==> src/rv_isa_pkg.sv <==
// RV32I instruction encodings
package rv_isa_pkg;

    typedef logic [2:0] funct3_t;  // minor operation field
    typedef logic [4:0] reg_idx_t; // x0..x31

    // major opcodes kept by the core
    typedef enum logic [6:0] {
        opc_op     = 7'b0110011, // reg-reg alu
        opc_op_imm = 7'b0010011, // reg-imm alu and shifts
        opc_load   = 7'b0000011,
        opc_store  = 7'b0100011,
        opc_branch = 7'b1100011,
        opc_jal    = 7'b1101111,
        opc_jalr   = 7'b1100111,
        opc_lui    = 7'b0110111,
        opc_auipc  = 7'b0010111,
        opc_other  = 7'b0000000  // anything else runs as a no-op
    } opcode_t;

    typedef enum logic [3:0] {
        alu_add,
        alu_sub,
        alu_sll,
        alu_slt,
        alu_sltu,
        alu_xor,
        alu_srl,
        alu_sra,
        alu_or,
        alu_and,
        alu_pass_b // lui
    } alu_op_t;

    // register write source
    typedef enum logic [1:0] {
        wb_alu,
        wb_load,
        wb_pc_plus4
    } wb_sel_t;

endpackage

==> src/cpu_types_pkg.sv <==
// core datapath and sequencing types
package cpu_types_pkg;

    typedef logic [31:0] word_t;     // data and address word
    typedef logic [3:0]  byte_mask_t; // one bit per byte lane

    // one pass through all seven states per instruction
    typedef enum logic [2:0] {
        st_fetch_req,  // instr_read high
        st_fetch_wait, // memory presents the word
        st_decode,     // instruction register loads
        st_execute,    // alu writeback, strobes, pc_next
        st_mem_wait,   // load data arrives
        st_load_wb,    // load writeback
        st_next        // pc advances
    } seq_state_t;

    localparam int CYCLES_PER_INSTR = 7;

endpackage

==> src/cpu_sequencer.sv <==
// seven-state instruction sequencer
`timescale 1ns/1ps
module cpu_sequencer #(
    parameter cpu_types_pkg::word_t RESET_PC = '0
) (
    input  logic                 clk,
    input  logic                 rst,
    input  cpu_types_pkg::word_t instr_out,
    input  logic                 is_load,
    input  logic                 is_store,
    input  logic                 is_branch,
    input  logic                 is_jal,
    input  logic                 is_jalr,
    input  logic                 branch_taken,
    input  logic                 rd_we,
    input  cpu_types_pkg::word_t imm,
    input  cpu_types_pkg::word_t alu_result,
    output logic                 instr_read,
    output logic                 data_read,
    output cpu_types_pkg::word_t instr_addr,
    output logic                 instr_load,
    output logic                 reg_we_alu,
    output logic                 reg_we_load,
    output logic                 mem_write_en
);
    import cpu_types_pkg::*;

    seq_state_t state;
    seq_state_t state_nx;
    word_t      pc_next;   // target registered in execute
    word_t      pc_target;

    always_comb
    begin
        case (state)
            st_fetch_req:  state_nx = st_fetch_wait;
            st_fetch_wait: state_nx = st_decode;
            st_decode:     state_nx = st_execute;
            st_execute:    state_nx = st_mem_wait;
            st_mem_wait:   state_nx = st_load_wb;
            st_load_wb:    state_nx = st_next;
            default:       state_nx = st_fetch_req;
        endcase
    end

    always_comb
    begin
        if ((is_branch && branch_taken) || is_jal)
            pc_target = instr_addr + imm;            // pc-relative
        else if (is_jalr)
            pc_target = {alu_result[31:1], 1'b0};    // rs1 + imm with bit 0 dropped
        else
            pc_target = instr_addr + 32'd4;
    end

    always_ff @(posedge clk)
    begin
        if (rst)
        begin
            state      <= st_fetch_req;
            instr_addr <= RESET_PC;
            pc_next    <= RESET_PC;
        end
        else
        begin
            state <= state_nx;
            if (state == st_execute)
                pc_next <= pc_target;
            if (state == st_next)
                instr_addr <= pc_next; // holds from fetch_req to here
        end
    end

    // strobes are decoded straight from the state
    assign instr_read   = (state == st_fetch_req);
    assign instr_load   = (state == st_decode);
    assign data_read    = (state == st_execute) && is_load;
    assign mem_write_en = (state == st_execute) && is_store;
    assign reg_we_alu   = (state == st_execute) && rd_we && !is_load;
    assign reg_we_load  = (state == st_load_wb) && rd_we && is_load;

    // a load and a store never share the execute cycle
    a_rd_wr_excl: assert property (@(posedge clk) disable iff (rst)
        !(data_read && mem_write_en));

    // the instruction memory has answered by the time decode latches
    a_fetch_known: assert property (@(posedge clk) disable iff (rst)
        instr_load |-> !$isunknown(instr_out));

endmodule

==> src/instr_decoder.sv <==
// instruction register and control decode
`timescale 1ns/1ps
module instr_decoder (
    input  logic                 clk,
    input  logic                 rst,
    input  logic                 instr_load,
    input  cpu_types_pkg::word_t instr_out,
    output rv_isa_pkg::reg_idx_t rs1,
    output rv_isa_pkg::reg_idx_t rs2,
    output rv_isa_pkg::reg_idx_t rd,
    output rv_isa_pkg::funct3_t  funct3,
    output cpu_types_pkg::word_t imm,
    output rv_isa_pkg::alu_op_t  alu_op,
    output logic                 use_imm,
    output logic                 use_pc,
    output rv_isa_pkg::wb_sel_t  wb_sel,
    output logic                 rd_we,
    output logic                 is_load,
    output logic                 is_store,
    output logic                 is_branch,
    output logic                 is_jal,
    output logic                 is_jalr
);
    import rv_isa_pkg::*;
    import cpu_types_pkg::*;

    word_t   ir;       // zero after reset decodes as a no-op
    opcode_t opcode;
    alu_op_t arith_op; // shared by op and op_imm
    word_t   imm_i;
    word_t   imm_s;
    word_t   imm_b;
    word_t   imm_u;
    word_t   imm_j;

    always_ff @(posedge clk)
    begin
        if (rst)
            ir <= '0;
        else if (instr_load)
            ir <= instr_out;
    end

    assign opcode = opcode_t'(ir[6:0]);
    assign rd     = ir[11:7];
    assign funct3 = ir[14:12];
    assign rs1    = ir[19:15];
    assign rs2    = ir[24:20];

    assign imm_i = {{20{ir[31]}}, ir[31:20]};                // low 5 bits double as shamt
    assign imm_s = {{20{ir[31]}}, ir[31:25], ir[11:7]};
    assign imm_b = {{19{ir[31]}}, ir[31], ir[7], ir[30:25], ir[11:8], 1'b0};
    assign imm_u = {ir[31:12], 12'b0};
    assign imm_j = {{11{ir[31]}}, ir[31], ir[19:12], ir[20], ir[30:21], 1'b0};

    always_comb
    begin
        case (funct3)
            3'b000:  arith_op = (opcode == opc_op && ir[30]) ? alu_sub : alu_add; // no subi
            3'b001:  arith_op = alu_sll;
            3'b010:  arith_op = alu_slt;
            3'b011:  arith_op = alu_sltu;
            3'b100:  arith_op = alu_xor;
            3'b101:  arith_op = ir[30] ? alu_sra : alu_srl;
            3'b110:  arith_op = alu_or;
            default: arith_op = alu_and;
        endcase
    end

    assign is_load   = (opcode == opc_load);
    assign is_store  = (opcode == opc_store);
    assign is_branch = (opcode == opc_branch);
    assign is_jal    = (opcode == opc_jal);
    assign is_jalr   = (opcode == opc_jalr);
    assign use_pc    = (opcode == opc_auipc);
    assign use_imm   = !(opcode == opc_op || is_branch); // rs2 only for op and compares

    always_comb
    begin
        alu_op = alu_add;
        imm    = imm_i;
        wb_sel = wb_alu;
        rd_we  = 1'b1;
        case (opcode)
            opc_op, opc_op_imm: alu_op = arith_op;
            opc_load:           wb_sel = wb_load;
            opc_store:
            begin
                imm   = imm_s;
                rd_we = 1'b0;
            end
            opc_branch:
            begin
                imm   = imm_b;
                rd_we = 1'b0;
                case (funct3[2:1])
                    2'b10:   alu_op = alu_slt;  // blt, bge
                    2'b11:   alu_op = alu_sltu; // bltu, bgeu
                    default: alu_op = alu_sub;  // beq, bne
                endcase
            end
            opc_jal:
            begin
                imm    = imm_j;
                wb_sel = wb_pc_plus4;
            end
            opc_jalr:           wb_sel = wb_pc_plus4;
            opc_lui:
            begin
                imm    = imm_u;
                alu_op = alu_pass_b;
            end
            opc_auipc:          imm = imm_u;
            default:            rd_we = 1'b0; // unknown opcode only advances the pc
        endcase
        if (rd == '0)
            rd_we = 1'b0; // x0 writes dropped here
    end

endmodule

==> src/reg_file.sv <==
// general register file
`timescale 1ns/1ps
module reg_file (
    input  logic                 clk,
    input  logic                 rst,
    input  logic                 we,
    input  rv_isa_pkg::reg_idx_t waddr,
    input  rv_isa_pkg::reg_idx_t raddr1,
    input  rv_isa_pkg::reg_idx_t raddr2,
    input  cpu_types_pkg::word_t wdata,
    output cpu_types_pkg::word_t rdata1,
    output cpu_types_pkg::word_t rdata2
);
    import cpu_types_pkg::*;

    word_t regs [1:31]; // no storage behind x0

    always_ff @(posedge clk)
    begin
        if (rst)
        begin
            for (int i = 1; i < 32; i++)
                regs[i] <= '0;
        end
        else if (we && waddr != '0)
            regs[waddr] <= wdata;
    end

    assign rdata1 = (raddr1 == '0) ? '0 : regs[raddr1];
    assign rdata2 = (raddr2 == '0) ? '0 : regs[raddr2];

    a_x0_zero: assert property (@(posedge clk) disable iff (rst)
        (raddr1 == '0 |-> rdata1 == '0) and (raddr2 == '0 |-> rdata2 == '0));

endmodule

==> src/alu.sv <==
// integer alu and branch compare
`timescale 1ns/1ps
module alu (
    input  rv_isa_pkg::alu_op_t  op,
    input  cpu_types_pkg::word_t a,
    input  cpu_types_pkg::word_t b,
    input  rv_isa_pkg::funct3_t  funct3,
    output cpu_types_pkg::word_t result,
    output logic                 branch_taken
);
    import rv_isa_pkg::*;
    import cpu_types_pkg::*;

    logic [4:0] shamt;
    logic       eq;
    logic       lt;  // signed
    logic       ltu; // unsigned

    assign shamt = b[4:0];
    assign eq    = (a == b);
    assign lt    = ($signed(a) < $signed(b));
    assign ltu   = (a < b);

    always_comb
    begin
        case (op)
            alu_sub:    result = a - b;
            alu_sll:    result = a << shamt;
            alu_slt:    result = {31'b0, lt};
            alu_sltu:   result = {31'b0, ltu};
            alu_xor:    result = a ^ b;
            alu_srl:    result = a >> shamt;
            alu_sra:    result = $signed(a) >>> shamt; // sign bit shifted in
            alu_or:     result = a | b;
            alu_and:    result = a & b;
            alu_pass_b: result = b;
            default:    result = a + b;
        endcase
    end

    // only meaningful while a branch is decoded
    always_comb
    begin
        case (funct3)
            3'b000:  branch_taken = eq;   // beq
            3'b001:  branch_taken = !eq;  // bne
            3'b100:  branch_taken = lt;   // blt
            3'b101:  branch_taken = !lt;  // bge
            3'b110:  branch_taken = ltu;  // bltu
            3'b111:  branch_taken = !ltu; // bgeu
            default: branch_taken = 1'b0;
        endcase
    end

endmodule

==> src/load_store_unit.sv <==
// store lane placement and load extraction
`timescale 1ns/1ps
module load_store_unit (
    input  logic                      clk,
    input  logic                      rst,
    input  logic                      mem_write_en,
    input  rv_isa_pkg::funct3_t       funct3,
    input  cpu_types_pkg::word_t      addr,
    input  cpu_types_pkg::word_t      store_data,
    input  cpu_types_pkg::word_t      data_out,
    output cpu_types_pkg::byte_mask_t data_write,
    output cpu_types_pkg::word_t      data_in,
    output cpu_types_pkg::word_t      load_value
);
    import cpu_types_pkg::*;

    logic [1:0] off;    // byte lane within the word
    byte_mask_t mask;
    word_t      rdata_q;
    word_t      byte_sh;
    logic [15:0] half;

    assign off = addr[1:0];

    always_comb
    begin
        mask    = '0;
        data_in = store_data;
        case (funct3)
            3'b000:
            begin
                mask    = 4'b0001 << off;                          // sb on any lane
                data_in = {24'b0, store_data[7:0]} << {off, 3'b0};
            end
            3'b001:
            begin
                if (!off[0])
                    mask = off[1] ? 4'b1100 : 4'b0011;             // sh at 0 or 2 only
                data_in = {16'b0, store_data[15:0]} << {off[1], 4'b0};
            end
            3'b010:
                if (off == 2'b00)
                    mask = 4'b1111;                                // sw aligned only
            default: mask = '0;
        endcase
    end

    assign data_write = mem_write_en ? mask : '0; // single execute-cycle pulse

    // load word valid from mem_wait until the next strobe
    always_ff @(posedge clk)
    begin
        if (rst)
            rdata_q <= '0;
        else
            rdata_q <= data_out;
    end

    assign byte_sh = rdata_q >> {off, 3'b0};
    assign half    = off[1] ? rdata_q[31:16] : rdata_q[15:0];

    always_comb
    begin
        case (funct3)
            3'b000:  load_value = {{24{byte_sh[7]}}, byte_sh[7:0]}; // lb
            3'b001:  load_value = {{16{half[15]}}, half};            // lh
            3'b100:  load_value = {24'b0, byte_sh[7:0]};             // lbu
            3'b101:  load_value = {16'b0, half};                     // lhu
            default: load_value = rdata_q;                           // lw
        endcase
    end

    a_mask_legal: assert property (@(posedge clk) disable iff (rst)
        data_write != '0 |-> data_write inside {4'b0001, 4'b0010, 4'b0100, 4'b1000,
                                                4'b0011, 4'b1100, 4'b1111});

endmodule

==> src/cpu_top.sv <==
// multi-cycle RV32I core
`timescale 1ns/1ps
module cpu_top #(
    parameter cpu_types_pkg::word_t RESET_PC = '0
) (
    input  logic                      clk,
    input  logic                      rst,
    input  cpu_types_pkg::word_t      instr_out,
    input  cpu_types_pkg::word_t      data_out,
    output logic                      instr_read,
    output logic                      data_read,
    output cpu_types_pkg::word_t      instr_addr,
    output cpu_types_pkg::word_t      data_addr,
    output cpu_types_pkg::word_t      data_in,
    output cpu_types_pkg::byte_mask_t data_write
);
    import cpu_types_pkg::*;
    import rv_isa_pkg::*;

    reg_idx_t rs1;
    reg_idx_t rs2;
    reg_idx_t rd;
    funct3_t  funct3;
    alu_op_t  alu_op;
    wb_sel_t  wb_sel;
    word_t    imm;
    word_t    rs1_data;
    word_t    rs2_data;
    word_t    alu_a;
    word_t    alu_b;
    word_t    alu_result;
    word_t    load_value;
    word_t    reg_wdata;
    logic     use_imm;
    logic     use_pc;
    logic     rd_we;
    logic     is_load;
    logic     is_store;
    logic     is_branch;
    logic     is_jal;
    logic     is_jalr;
    logic     branch_taken;
    logic     instr_load;
    logic     reg_we_alu;
    logic     reg_we_load;
    logic     mem_write_en;

    assign alu_a     = use_pc ? instr_addr : rs1_data; // auipc takes the pc
    assign alu_b     = use_imm ? imm : rs2_data;
    assign data_addr = alu_result;                     // rs1 + imm for loads and stores

    always_comb
    begin
        case (wb_sel)
            wb_load:     reg_wdata = load_value;
            wb_pc_plus4: reg_wdata = instr_addr + 32'd4; // link address
            default:     reg_wdata = alu_result;
        endcase
    end

    cpu_sequencer #(.RESET_PC(RESET_PC)) u_seq (
        .clk, .rst, .instr_out,
        .is_load, .is_store, .is_branch, .is_jal, .is_jalr, .branch_taken, .rd_we,
        .imm, .alu_result,
        .instr_read, .data_read, .instr_addr,
        .instr_load, .reg_we_alu, .reg_we_load, .mem_write_en
    );

    instr_decoder u_dec (
        .clk, .rst, .instr_load, .instr_out,
        .rs1, .rs2, .rd, .funct3, .imm, .alu_op, .use_imm, .use_pc, .wb_sel,
        .rd_we, .is_load, .is_store, .is_branch, .is_jal, .is_jalr
    );

    reg_file u_rf (
        .clk, .rst,
        .we     (reg_we_alu | reg_we_load),
        .waddr  (rd),
        .raddr1 (rs1),
        .raddr2 (rs2),
        .wdata  (reg_wdata),
        .rdata1 (rs1_data),
        .rdata2 (rs2_data)
    );

    alu u_alu (
        .op (alu_op), .a (alu_a), .b (alu_b), .funct3,
        .result (alu_result), .branch_taken
    );

    load_store_unit u_lsu (
        .clk, .rst, .mem_write_en, .funct3,
        .addr (alu_result), .store_data (rs2_data), .data_out,
        .data_write, .data_in, .load_value
    );

endmodule

==> config.mk <==
export PLATFORM = sky130hd
export DESIGN_NAME = cpu_top
export DESIGN_NICKNAME = d
export VERILOG_FILES = /design/src/rv_isa_pkg.sv /design/src/cpu_types_pkg.sv /design/src/cpu_sequencer.sv /design/src/instr_decoder.sv /design/src/reg_file.sv /design/src/alu.sv /design/src/load_store_unit.sv /design/src/cpu_top.sv
export SDC_FILE = /design/constraint.sdc
export NUM_CORES = 2
export LEC_CHECK = 0
export ABC_CLOCK_PERIOD_IN_PS = 8600
export BUFFER_PORTS_ARGS = -buffer_cell sky130_fd_sc_hd__clkbuf_2
export CAP_MARGIN = 20
export CORE_MARGIN = 2
export CORE_UTILIZATION = 55
export CTS_BUF_LIST = sky130_fd_sc_hd__clkbuf_2
export DETAILED_ROUTE_END_ITERATION = 12
export PLACE_DENSITY = 0.71
export SLEW_MARGIN = 10
export SYNTH_ARGS = -nofsm -noshare
export SYNTH_HDL_FRONTEND = slang
export SYNTH_HIERARCHICAL = 1
export SYNTH_SLANG_ARGS = --single-unit
==> constraint.sdc <==
create_clock -name clk -period 8.6 [get_ports clk]
set_input_delay 2.58 -clock clk [delete_from_list [all_inputs] [get_ports clk]]
set_output_delay 2.58 -clock clk [all_outputs]
set_load 0.005 [all_outputs]
# Word-level counts from Yosys, hierarchy flattened
# Memory sizes are Yosys's and may differ from the RTL's. A register that Yosys moved wholly into a read port is not among the register bits.
# Index checks and enable logic that the tools add are counted.
dict set report op_classes {
  addsub 4
  shifts 7
  magnitude_cmp 2
  mux 39
  bitwise_logic 4
  eq_ne 37
  n_reduce_logical 27
}
# cell n
set op_table {}
lappend op_table {{32-bit one-hot mux with 10 select lines} 1}
lappend op_table {{32-bit two-way mux} 7}
lappend op_table {{32-bit one-hot mux with 2 select lines} 2}
lappend op_table {{32-bit one-hot mux with 4 select lines} 1}
lappend op_table {{31-bit one-hot mux with 4 select lines} 1}
lappend op_table {{32-bit adder} 2}
lappend op_table {{32-bit < comparator} 2}
lappend op_table {{32-bit by 3-bit adder with 32-bit output, second input constant} 1}
lappend op_table {{32-bit bitwise AND} 1}
lappend op_table {{32-bit == test} 1}
lappend op_table {{32-bit OR} 1}
lappend op_table {{32-bit OR reduction} 1}
lappend op_table {{16-bit by 5-bit << shifter with 32-bit output} 1}
lappend op_table {{32-bit by 5-bit << shifter with 32-bit output} 1}
lappend op_table {{8-bit by 5-bit << shifter with 32-bit output} 1}
lappend op_table {{32-bit by 5-bit right shift with 32-bit output} 1}
lappend op_table {{32-bit by 5-bit right shift with 8-bit output} 1}
lappend op_table {{32-bit by 5-bit >>> shifter with 32-bit output} 1}
lappend op_table {{32-bit subtractor} 1}
lappend op_table {{32-bit XOR} 1}
lappend op_table {{4-bit one-hot mux with 7 select lines} 1}
lappend op_table {{5-bit two-way mux} 5}
lappend op_table {{4-bit one-hot mux with 3 select lines} 2}
lappend op_table {{3-bit == test, second input constant} 7}
lappend op_table {{30 further kinds} 76}
dict set report word_totals {
  ff_bits 131
  output_inout_bits 102
  mem_count 1
  wordCells 126
  input_bits 66
  ramBits 992
}
# name depth word_bits rd rd_ports_with_merged_regs wr line_no
set mem_list {}
lappend mem_list {u_rf.regs 31 32 2 2 31 reg_file.sv:16} ;# word_t regs [1:31];

# Logic depth before layout (Yosys ltp)
dict set report depth {
  depth_word 13
  depth_mapped 38
  mapped_depth_nobuf 25
}

# Hierarchy
# The synthesis kept the hierarchy.
# mod cells_each seq_area_each_um2 n_inst area_per_inst_um2
set by_module_without_submodules {}
lappend by_module_without_submodules {reg_file 3765 30749.5 1 54631.1}
lappend by_module_without_submodules {alu 1372 0.0 1 9245.1}
lappend by_module_without_submodules {cpu_sequencer 742 1341.3 1 5348.9}
lappend by_module_without_submodules {load_store_unit 299 640.6 1 2135.8}
lappend by_module_without_submodules {cpu_top 252 0.0 1 1931.9}
lappend by_module_without_submodules {instr_decoder 215 640.6 1 1879.3}

# Worst setup path before layout
# OpenSTA, ideal clock, no wires.
dict set report synth_path {
  kind {reg2out}
  startpoint {reg u_dec.ir[20]}
  endpoint {out data_in[16]}
  required_time_ns 6.020
  stages_incl_launch_ff 31
  slack_ns -0.682
  arrival_ns 6.702
  path_buffers 12
  path_cell_list {dfxtp_1 -> buf_4 -> clkbuf_2 -> buf_6 -> buf_6 -> buf_6 -> mux4_2 -> a2111oi_0 -> nor3_1 -> mux2_2 -> buf_2 -> clkinv_1 -> buf_2 -> buf_2 -> buf_1 -> ha_1 -> buf_2 -> o21bai_1 -> a211oi_1 -> a21o_1 -> o2bb2ai_1 -> nor4b_1 -> or2_1 -> a221oi_2 -> o21ai_1 -> a222oi_1 -> buf_6 -> nor2b_1 -> buf_2 -> nand2b_1 -> o21ai_0}
}
dict set report synth_between {
  elab_chain_cells 7
  word_cells_on_any_way 18
  cone_classes {add/sub (2); order compare (2); shift (5); mux (5); bitwise (3); reduce/logical (1)}
}
# item line_no
set synth_lines {}
lappend synth_lines {{start: declaration} instr_decoder.sv:27} ;# word_t ir;
lappend synth_lines {{start signal: assignment} instr_decoder.sv:41} ;# ir <= instr_out;
lappend synth_lines {{5-bit logical NOT (*)} reg_file.sv:30} ;# assign rdata2 = (raddr2 == '0) ? '0 : regs[raddr2];
lappend synth_lines {{32-bit two-way mux (*)} reg_file.sv:30}
lappend synth_lines {{net rs2_data[2]} cpu_top.sv:28} ;# word_t rs2_data;
lappend synth_lines {{32-bit two-way mux (*)} cpu_top.sv:49} ;# assign alu_b = use_imm ? imm : rs2_data;
lappend synth_lines {{net alu_b[2]} cpu_top.sv:30} ;# word_t alu_b;
lappend synth_lines {{32-bit < comparator, or another cell as far along} alu.sv:22} ;# assign ltu = (a < b);
lappend synth_lines {{32-bit one-hot mux with 10 select lines (*)} alu.sv:26} ;# case (op)
lappend synth_lines {{net data_addr[0]} cpu_top.sv:13} ;# output cpu_types_pkg::word_t data_addr,
lappend synth_lines {{8-bit by 5-bit << shifter with 32-bit output (*)} load_store_unit.sv:33} ;# data_in = {24'b0, store_data[7:0]} << {off, 3'b0};
lappend synth_lines {{32-bit one-hot mux with 2 select lines (*)} load_store_unit.sv:29} ;# case (funct3)
lappend synth_lines {{end: declaration} cpu_top.sv:14} ;# output cpu_types_pkg::word_t data_in,
# Mark *: on every way through the listed nets, which the timed path passes. The rest lies on a longest branch.

# Worst setup path after layout
dict set report layout_path {
  startpoint {reg u_dec.ir[20]}
  endpoint {out data_in[24]}
}
dict set report layout_between {
  elab_chain_cells 7
  word_cells_on_any_way 18
  cone_classes {add/sub (2); order compare (2); shift (5); mux (5); bitwise (3); reduce/logical (1)}
}
# item line_no
set layout_lines {}
lappend layout_lines {{5-bit logical NOT (*)} reg_file.sv:30}
lappend layout_lines {{32-bit two-way mux (*)} reg_file.sv:30}
lappend layout_lines {{net rs2_data[13]} cpu_top.sv:28}
lappend layout_lines {{32-bit two-way mux (*)} cpu_top.sv:49}
lappend layout_lines {{net alu_b[13]} cpu_top.sv:30}
lappend layout_lines {{32-bit < comparator, on equally long branches} {alu.sv:22, alu.sv:21}}
lappend layout_lines {{32-bit one-hot mux with 10 select lines (*)} alu.sv:26}
lappend layout_lines {{8-bit by 5-bit << shifter with 32-bit output (*)} load_store_unit.sv:33}
lappend layout_lines {{32-bit one-hot mux with 2 select lines (*)} load_store_unit.sv:29}
# Marks and branches as above.

==> report_table.html <==
<table>
<tr><th>Metric</th><th>Value</th></tr>
<tr><th colspan="2">Run status</th></tr>
<tr><td>Run status</td><td>finished, violations left</td></tr>
<tr><td>Failing checks</td><td>setup timing</td></tr>
<tr><th colspan="2">Timing</th></tr>
<tr><td>Period utilisation layout</td><td>1.16</td></tr>
<tr><td>Worst rel slew slack</td><td>0.201</td></tr>
<tr><td>Count of final max-slew check failures</td><td>0</td></tr>
<tr><td>Achievable frequency</td><td>0.101 GHz</td></tr>
<tr><td>Minimum clock period after layout</td><td>9.95 ns</td></tr>
<tr><td>Final Hold Slack</td><td>0.312 ns</td></tr>
<tr><td>Final setup violating endpoints</td><td>68</td></tr>
<tr><td>Least setup slack across all paths after layout</td><td>-1.35 ns</td></tr>
<tr><td>Final clock skew</td><td>0.277 ns</td></tr>
<tr><td>RSZ-0062 raised after global routing</td><td>true</td></tr>
<tr><td>Slew at the pin closest to its max-slew limit</td><td>1.20 ns</td></tr>
<tr><td>Hold Fails Final Rpt</td><td>0</td></tr>
<tr><th colspan="2">Worst setup path</th></tr>
<tr><td>Data arrival, critical path</td><td>7.37 ns</td></tr>
<tr><td>R2r setup slk</td><td>0.73 ns</td></tr>
<tr><td>Worst Path Required</td><td>6.02 ns</td></tr>
<tr><td>Kind of start point of the critical path</td><td>flop</td></tr>
<tr><td>Sort of element at the end of the critical path</td><td>primary output</td></tr>
<tr><td>Category of the critical setup timing path</td><td>reg2out</td></tr>
<tr><td>Crit Path Max Fanout</td><td>13</td></tr>
<tr><td>Capture point of the worst reg-to-reg path</td><td>u_rf/regs[1][13]</td></tr>
<tr><td>Crit Reg-Reg Startpoint</td><td>u_dec/ir[22]</td></tr>
<tr><td>Reg2Reg Depth</td><td>28</td></tr>
<tr><th colspan="2">Clock tree</th></tr>
<tr><td>Register clock-pin slew on the reported worst setup and hold paths</td><td>0.10 ns</td></tr>
<tr><td>Clock insertion delay at the later pin of the skew report</td><td>1.70 ns</td></tr>
<tr><td>Number of buffers created by CTS</td><td>318</td></tr>
<tr><td>Clock sink count</td><td>1,155</td></tr>
<tr><td>Number of buffers between clock root and the deepest sink</td><td>4</td></tr>
<tr><td>H-tree depth</td><td>5</td></tr>
<tr><td>CTS hold repair buffers</td><td>0</td></tr>
<tr><td>CTS tree</td><td>yes</td></tr>
<tr><td>Library cell used as clock root buffer</td><td>clkbuf_2</td></tr>
<tr><th colspan="2">Route</th></tr>
<tr><td>Pre-Repair DR Iteration Count</td><td>9</td></tr>
<tr><td>Detailed-routed wire length on met2</td><td>148 mm</td></tr>
<tr><td>Highest metal used</td><td>met5</td></tr>
<tr><td>Initial drt markers</td><td>10,500</td></tr>
<tr><td>DRC</td><td>0</td></tr>
<tr><td>Aggregate routed wire length</td><td>350 mm</td></tr>
<tr><td>Overall via count from detail_route</td><td>67,900</td></tr>
<tr><td>Vias per std cell</td><td>6.93</td></tr>
<tr><td>DRT met1 WL</td><td>118 mm</td></tr>
<tr><td>Total length of routed met3 wires</td><td>48.0 mm</td></tr>
<tr><td>Routed length per placed instance</td><td>35.7 um</td></tr>
<tr><td>Detail Route Antenna Nets</td><td>0</td></tr>
<tr><th colspan="2">Logic synthesis</th></tr>
<tr><td>Mean area per synthesized cell</td><td>11.3 um^2</td></tr>
<tr><td>Most numerous cell in the Yosys netlist</td><td>edfxtp_1</td></tr>
<tr><td>Share of the yosys chip area belonging to registers</td><td>0.444</td></tr>
<tr><td>Async set-reset flop share out of synthesis</td><td>0</td></tr>
<tr><td>Most used DFF post-synth</td><td>edfxtp_1</td></tr>
<tr><td>Share of the synthesized area in the top cell type</td><td>0.409</td></tr>
<tr><td>Number of unique standard cell types used by synthesis</td><td>118</td></tr>
<tr><td>EDFF count, synth</td><td>1,024</td></tr>
<tr><td>Register bit count reported by yosys</td><td>1,155</td></tr>
<tr><td>Synthesized instance count</td><td>6,645</td></tr>
<tr><td>Number of warnings printed during yosys synthesis</td><td>6</td></tr>
<tr><td>Most instantiated cells after synthesis</td><td>edfxtp_1 (1,024), and2_1 (1,021), clkbuf_1 (430)</td></tr>
<tr><td>Cell type with the largest total area after synthesis</td><td>edfxtp_1</td></tr>
<tr><td>Leading cell types by total area after synthesis</td><td>edfxtp_1 (41%), mux4_2 (12%), and2_1 (8.5%)</td></tr>
<tr><td>Post-synthesis instance area</td><td>75,200 um^2</td></tr>
<tr><th colspan="2">Finish</th></tr>
<tr><td>Post-layout instance area</td><td>94,700 um^2</td></tr>
<tr><td>Filler cells</td><td>9,869</td></tr>
<tr><td>Multi-input gate area in the final layout</td><td>42,800 um^2</td></tr>
<tr><td>Number of non-filler instances in the completed layout</td><td>9,790</td></tr>
<tr><td>FF/Latch Area</td><td>33,400 um^2</td></tr>
<tr><td>Synthesis-to-finish area growth</td><td>25.9%</td></tr>
<tr><td>Post-layout net count</td><td>7,988</td></tr>
<tr><td>Layout cell share with drive strength beyond 1</td><td>0.388</td></tr>
<tr><th colspan="2">Min path</th></tr>
<tr><td>Origin of the worst min-delay path</td><td>u_seq/pc_next[5]</td></tr>
<tr><td>Hold Crit Class</td><td>reg2reg</td></tr>
<tr><td>Hold path cells</td><td>2</td></tr>
<tr><td>Hold endpoint</td><td>u_seq/instr_addr[5]</td></tr>
<tr><th colspan="2">Power and ir drop</th></tr>
<tr><td>Power density cells</td><td>164 nW/um^2</td></tr>
<tr><td>Total Power Consumption</td><td>0.0156 W</td></tr>
<tr><td>Largest vdd supply drop</td><td>144 uV</td></tr>
<tr><td>Leakage Power</td><td>36.0 nW</td></tr>
<tr><th colspan="2">Placed design</th></tr>
<tr><td>RD Place Congestion</td><td>1.07</td></tr>
<tr><td>Number of I/O port buffers</td><td>167</td></tr>
<tr><td>Detail Placement HPWL</td><td>241 mm</td></tr>
<tr><td>Count of placed standard cells including taps</td><td>9,042</td></tr>
<tr><td>Total cell area at the placement stage</td><td>85,000 um^2</td></tr>
<tr><th colspan="2">Floorplan</th></tr>
<tr><td>IO Pins</td><td>168</td></tr>
<tr><td>Floorplan row count</td><td>135</td></tr>
<tr><td>Floorplan die area</td><td>140,000 um^2</td></tr>
<tr><td>Floorplan Core Area</td><td>136,000 um^2</td></tr>
<tr><td>Horizontal extent of the die</td><td>374 um</td></tr>
<tr><td>Vertical extent of the die</td><td>374 um</td></tr>
<tr><td>Initial standard-cell utilization of the core</td><td>0.554</td></tr>
<tr><th colspan="2">Global routing</th></tr>
<tr><td>First-pass GRT wire length</td><td>479 mm</td></tr>
<tr><td>Global routing usage summed across all routing layers</td><td>0.484</td></tr>
<tr><td>Initial antenna violation count</td><td>19</td></tr>
<tr><td>Number of global-route vias before repair</td><td>64,700</td></tr>
<tr><td>Maximum number of pins on one net before global-route repair</td><td>60</td></tr>
<tr><td>Total global routing overflow</td><td>0</td></tr>
<tr><th colspan="2">Run</th></tr>
<tr><td>Number of max-cap violations</td><td>0</td></tr>
</table>
## metrics by stage
step | setup slack [ns] | setup TNS, ns | utilization
after floorplan | 0.0210 | 0 | -
after global placement | -1.02 | -26.91 | 0.627
after detailed placement | -0.865 | -17.81 | 0.627
after CTS | -1.30 | -69.62 | 0.676
after global routing | -1.53 | -80.65 | 0.698
final | -1.35 | -70.97 | 0.698
## cells by family after synthesis
logic type | Yosys count | synth area share
other | 1 | 0.0000499
AO/OA/AOI/OAI | 1316 | 0.120
flip-flops | 1155 | 0.444
AND/OR/NAND/NOR | 2260 | 0.167
buffers and inverters | 768 | 0.0450
XOR/XNOR | 87 | 0.0101
adder cells (fa/ha/maj) | 135 | 0.0228
multiplexers | 923 | 0.190
## sequential cells by signal, indices dropped and copies added, names as in the netlist
signal / count
u_dec/ir: 32
u_seq/instr_addr: 32
u_lsu/rdata_q: 32
u_seq/state: 3
u_seq/pc_next: 32
u_rf/regs: 1024
## critical path, cell delays in order, from the launching register on
cell	delay, ns
dfxtp_4	0.41
buf_12	0.15
buf_16	0.15
buf_4	0.12
mux4_2	0.49
a22o_1	0.31
a2111oi_4	0.57
nor3_2	0.15
buf_12	0.18
mux2_2	0.27
inv_1	0.11
ha_4	0.22
buf_6	0.15
nor4_4	0.27
buf_4	0.16
nand2_1	0.10
nor4b_4	0.31
or2_4	0.20
a221oi_4	0.06
o21ai_1	0.09
a222oi_1	0.10
bufbuf_16	0.31
and3_4	0.18
a222oi_1	0.44
inv_1	0.09
clkbuf_2	0.13
## worst max path at each step
stage / cells past startpoint / start / endpoint / slack, ns
global route: 26 / u_dec/ir[20] / data_in[13] / -1.53
finish: 25 / u_dec/ir[20] / data_in[24] / -1.35
floorplan: 30 / u_dec/ir[20] / data_in[6] / 0.02
CTS: 23 / u_dec/ir[20] / data_in[15] / -1.30
detailed placement: 23 / u_dec/ir[16] / data_in[15] / -0.86
global placement: 25 / u_dec/ir[20] / data_in[15] / -1.02
## routing by layer
layer / global-route usage / vias up
li1: - / 27400
met1: 0.590 / 33000
met2: 0.709 / 5999
met3: 0.152 / 1446
met4: 0.394 / 22
met5: 0.00720 / -
## cells in the final DEF (no fill, tap or decap), types with 89 or more instances in the layout
cell	netlist	final
dfxtp_1	131	122
a22oi_1	170	162
nor2b_1	129	117
buf_6	24	89
and2_1	1021	1008
buf_12	0	118
buf_4	52	1006
mux4_2	393	393
inv_1	122	99
clkbuf_2	2	598
ha_1	132	100
mux2i_1	408	394
o21ai_0	179	109
edfxtp_1	1024	1024
a21oi_1	294	231
nand2_1	383	376
nor2_1	309	257
## report_power, final
part | internal, W | switching, W
Sequential | 0.00630 | 0.000145
Clock | 0.00165 | 0.00243
Combinational | 0.00207 | 0.00297
## what timing repair did
item / 4_1_cts / 5_1_grt
pin swaps: 101 / 154
setup buffers: 84 / 137
resized for setup: 626 / 422
gates cloned: 14 / 7
setup endpoints to repair: 68 / 68
## layout make-up
type | count | area share
multi-input combinational | 4753 | 0.452
sequential | 1155 | 0.353
timing repair buffer | 1427 | 0.136
clock buffer | 453 | 0.0239
tap | 1781 | 0.0235
clock inverter | 82 | 0.00588
inverter | 132 | 0.00563
antenna | 7 | 0.000185
Power figures use the tool's default switching activity.
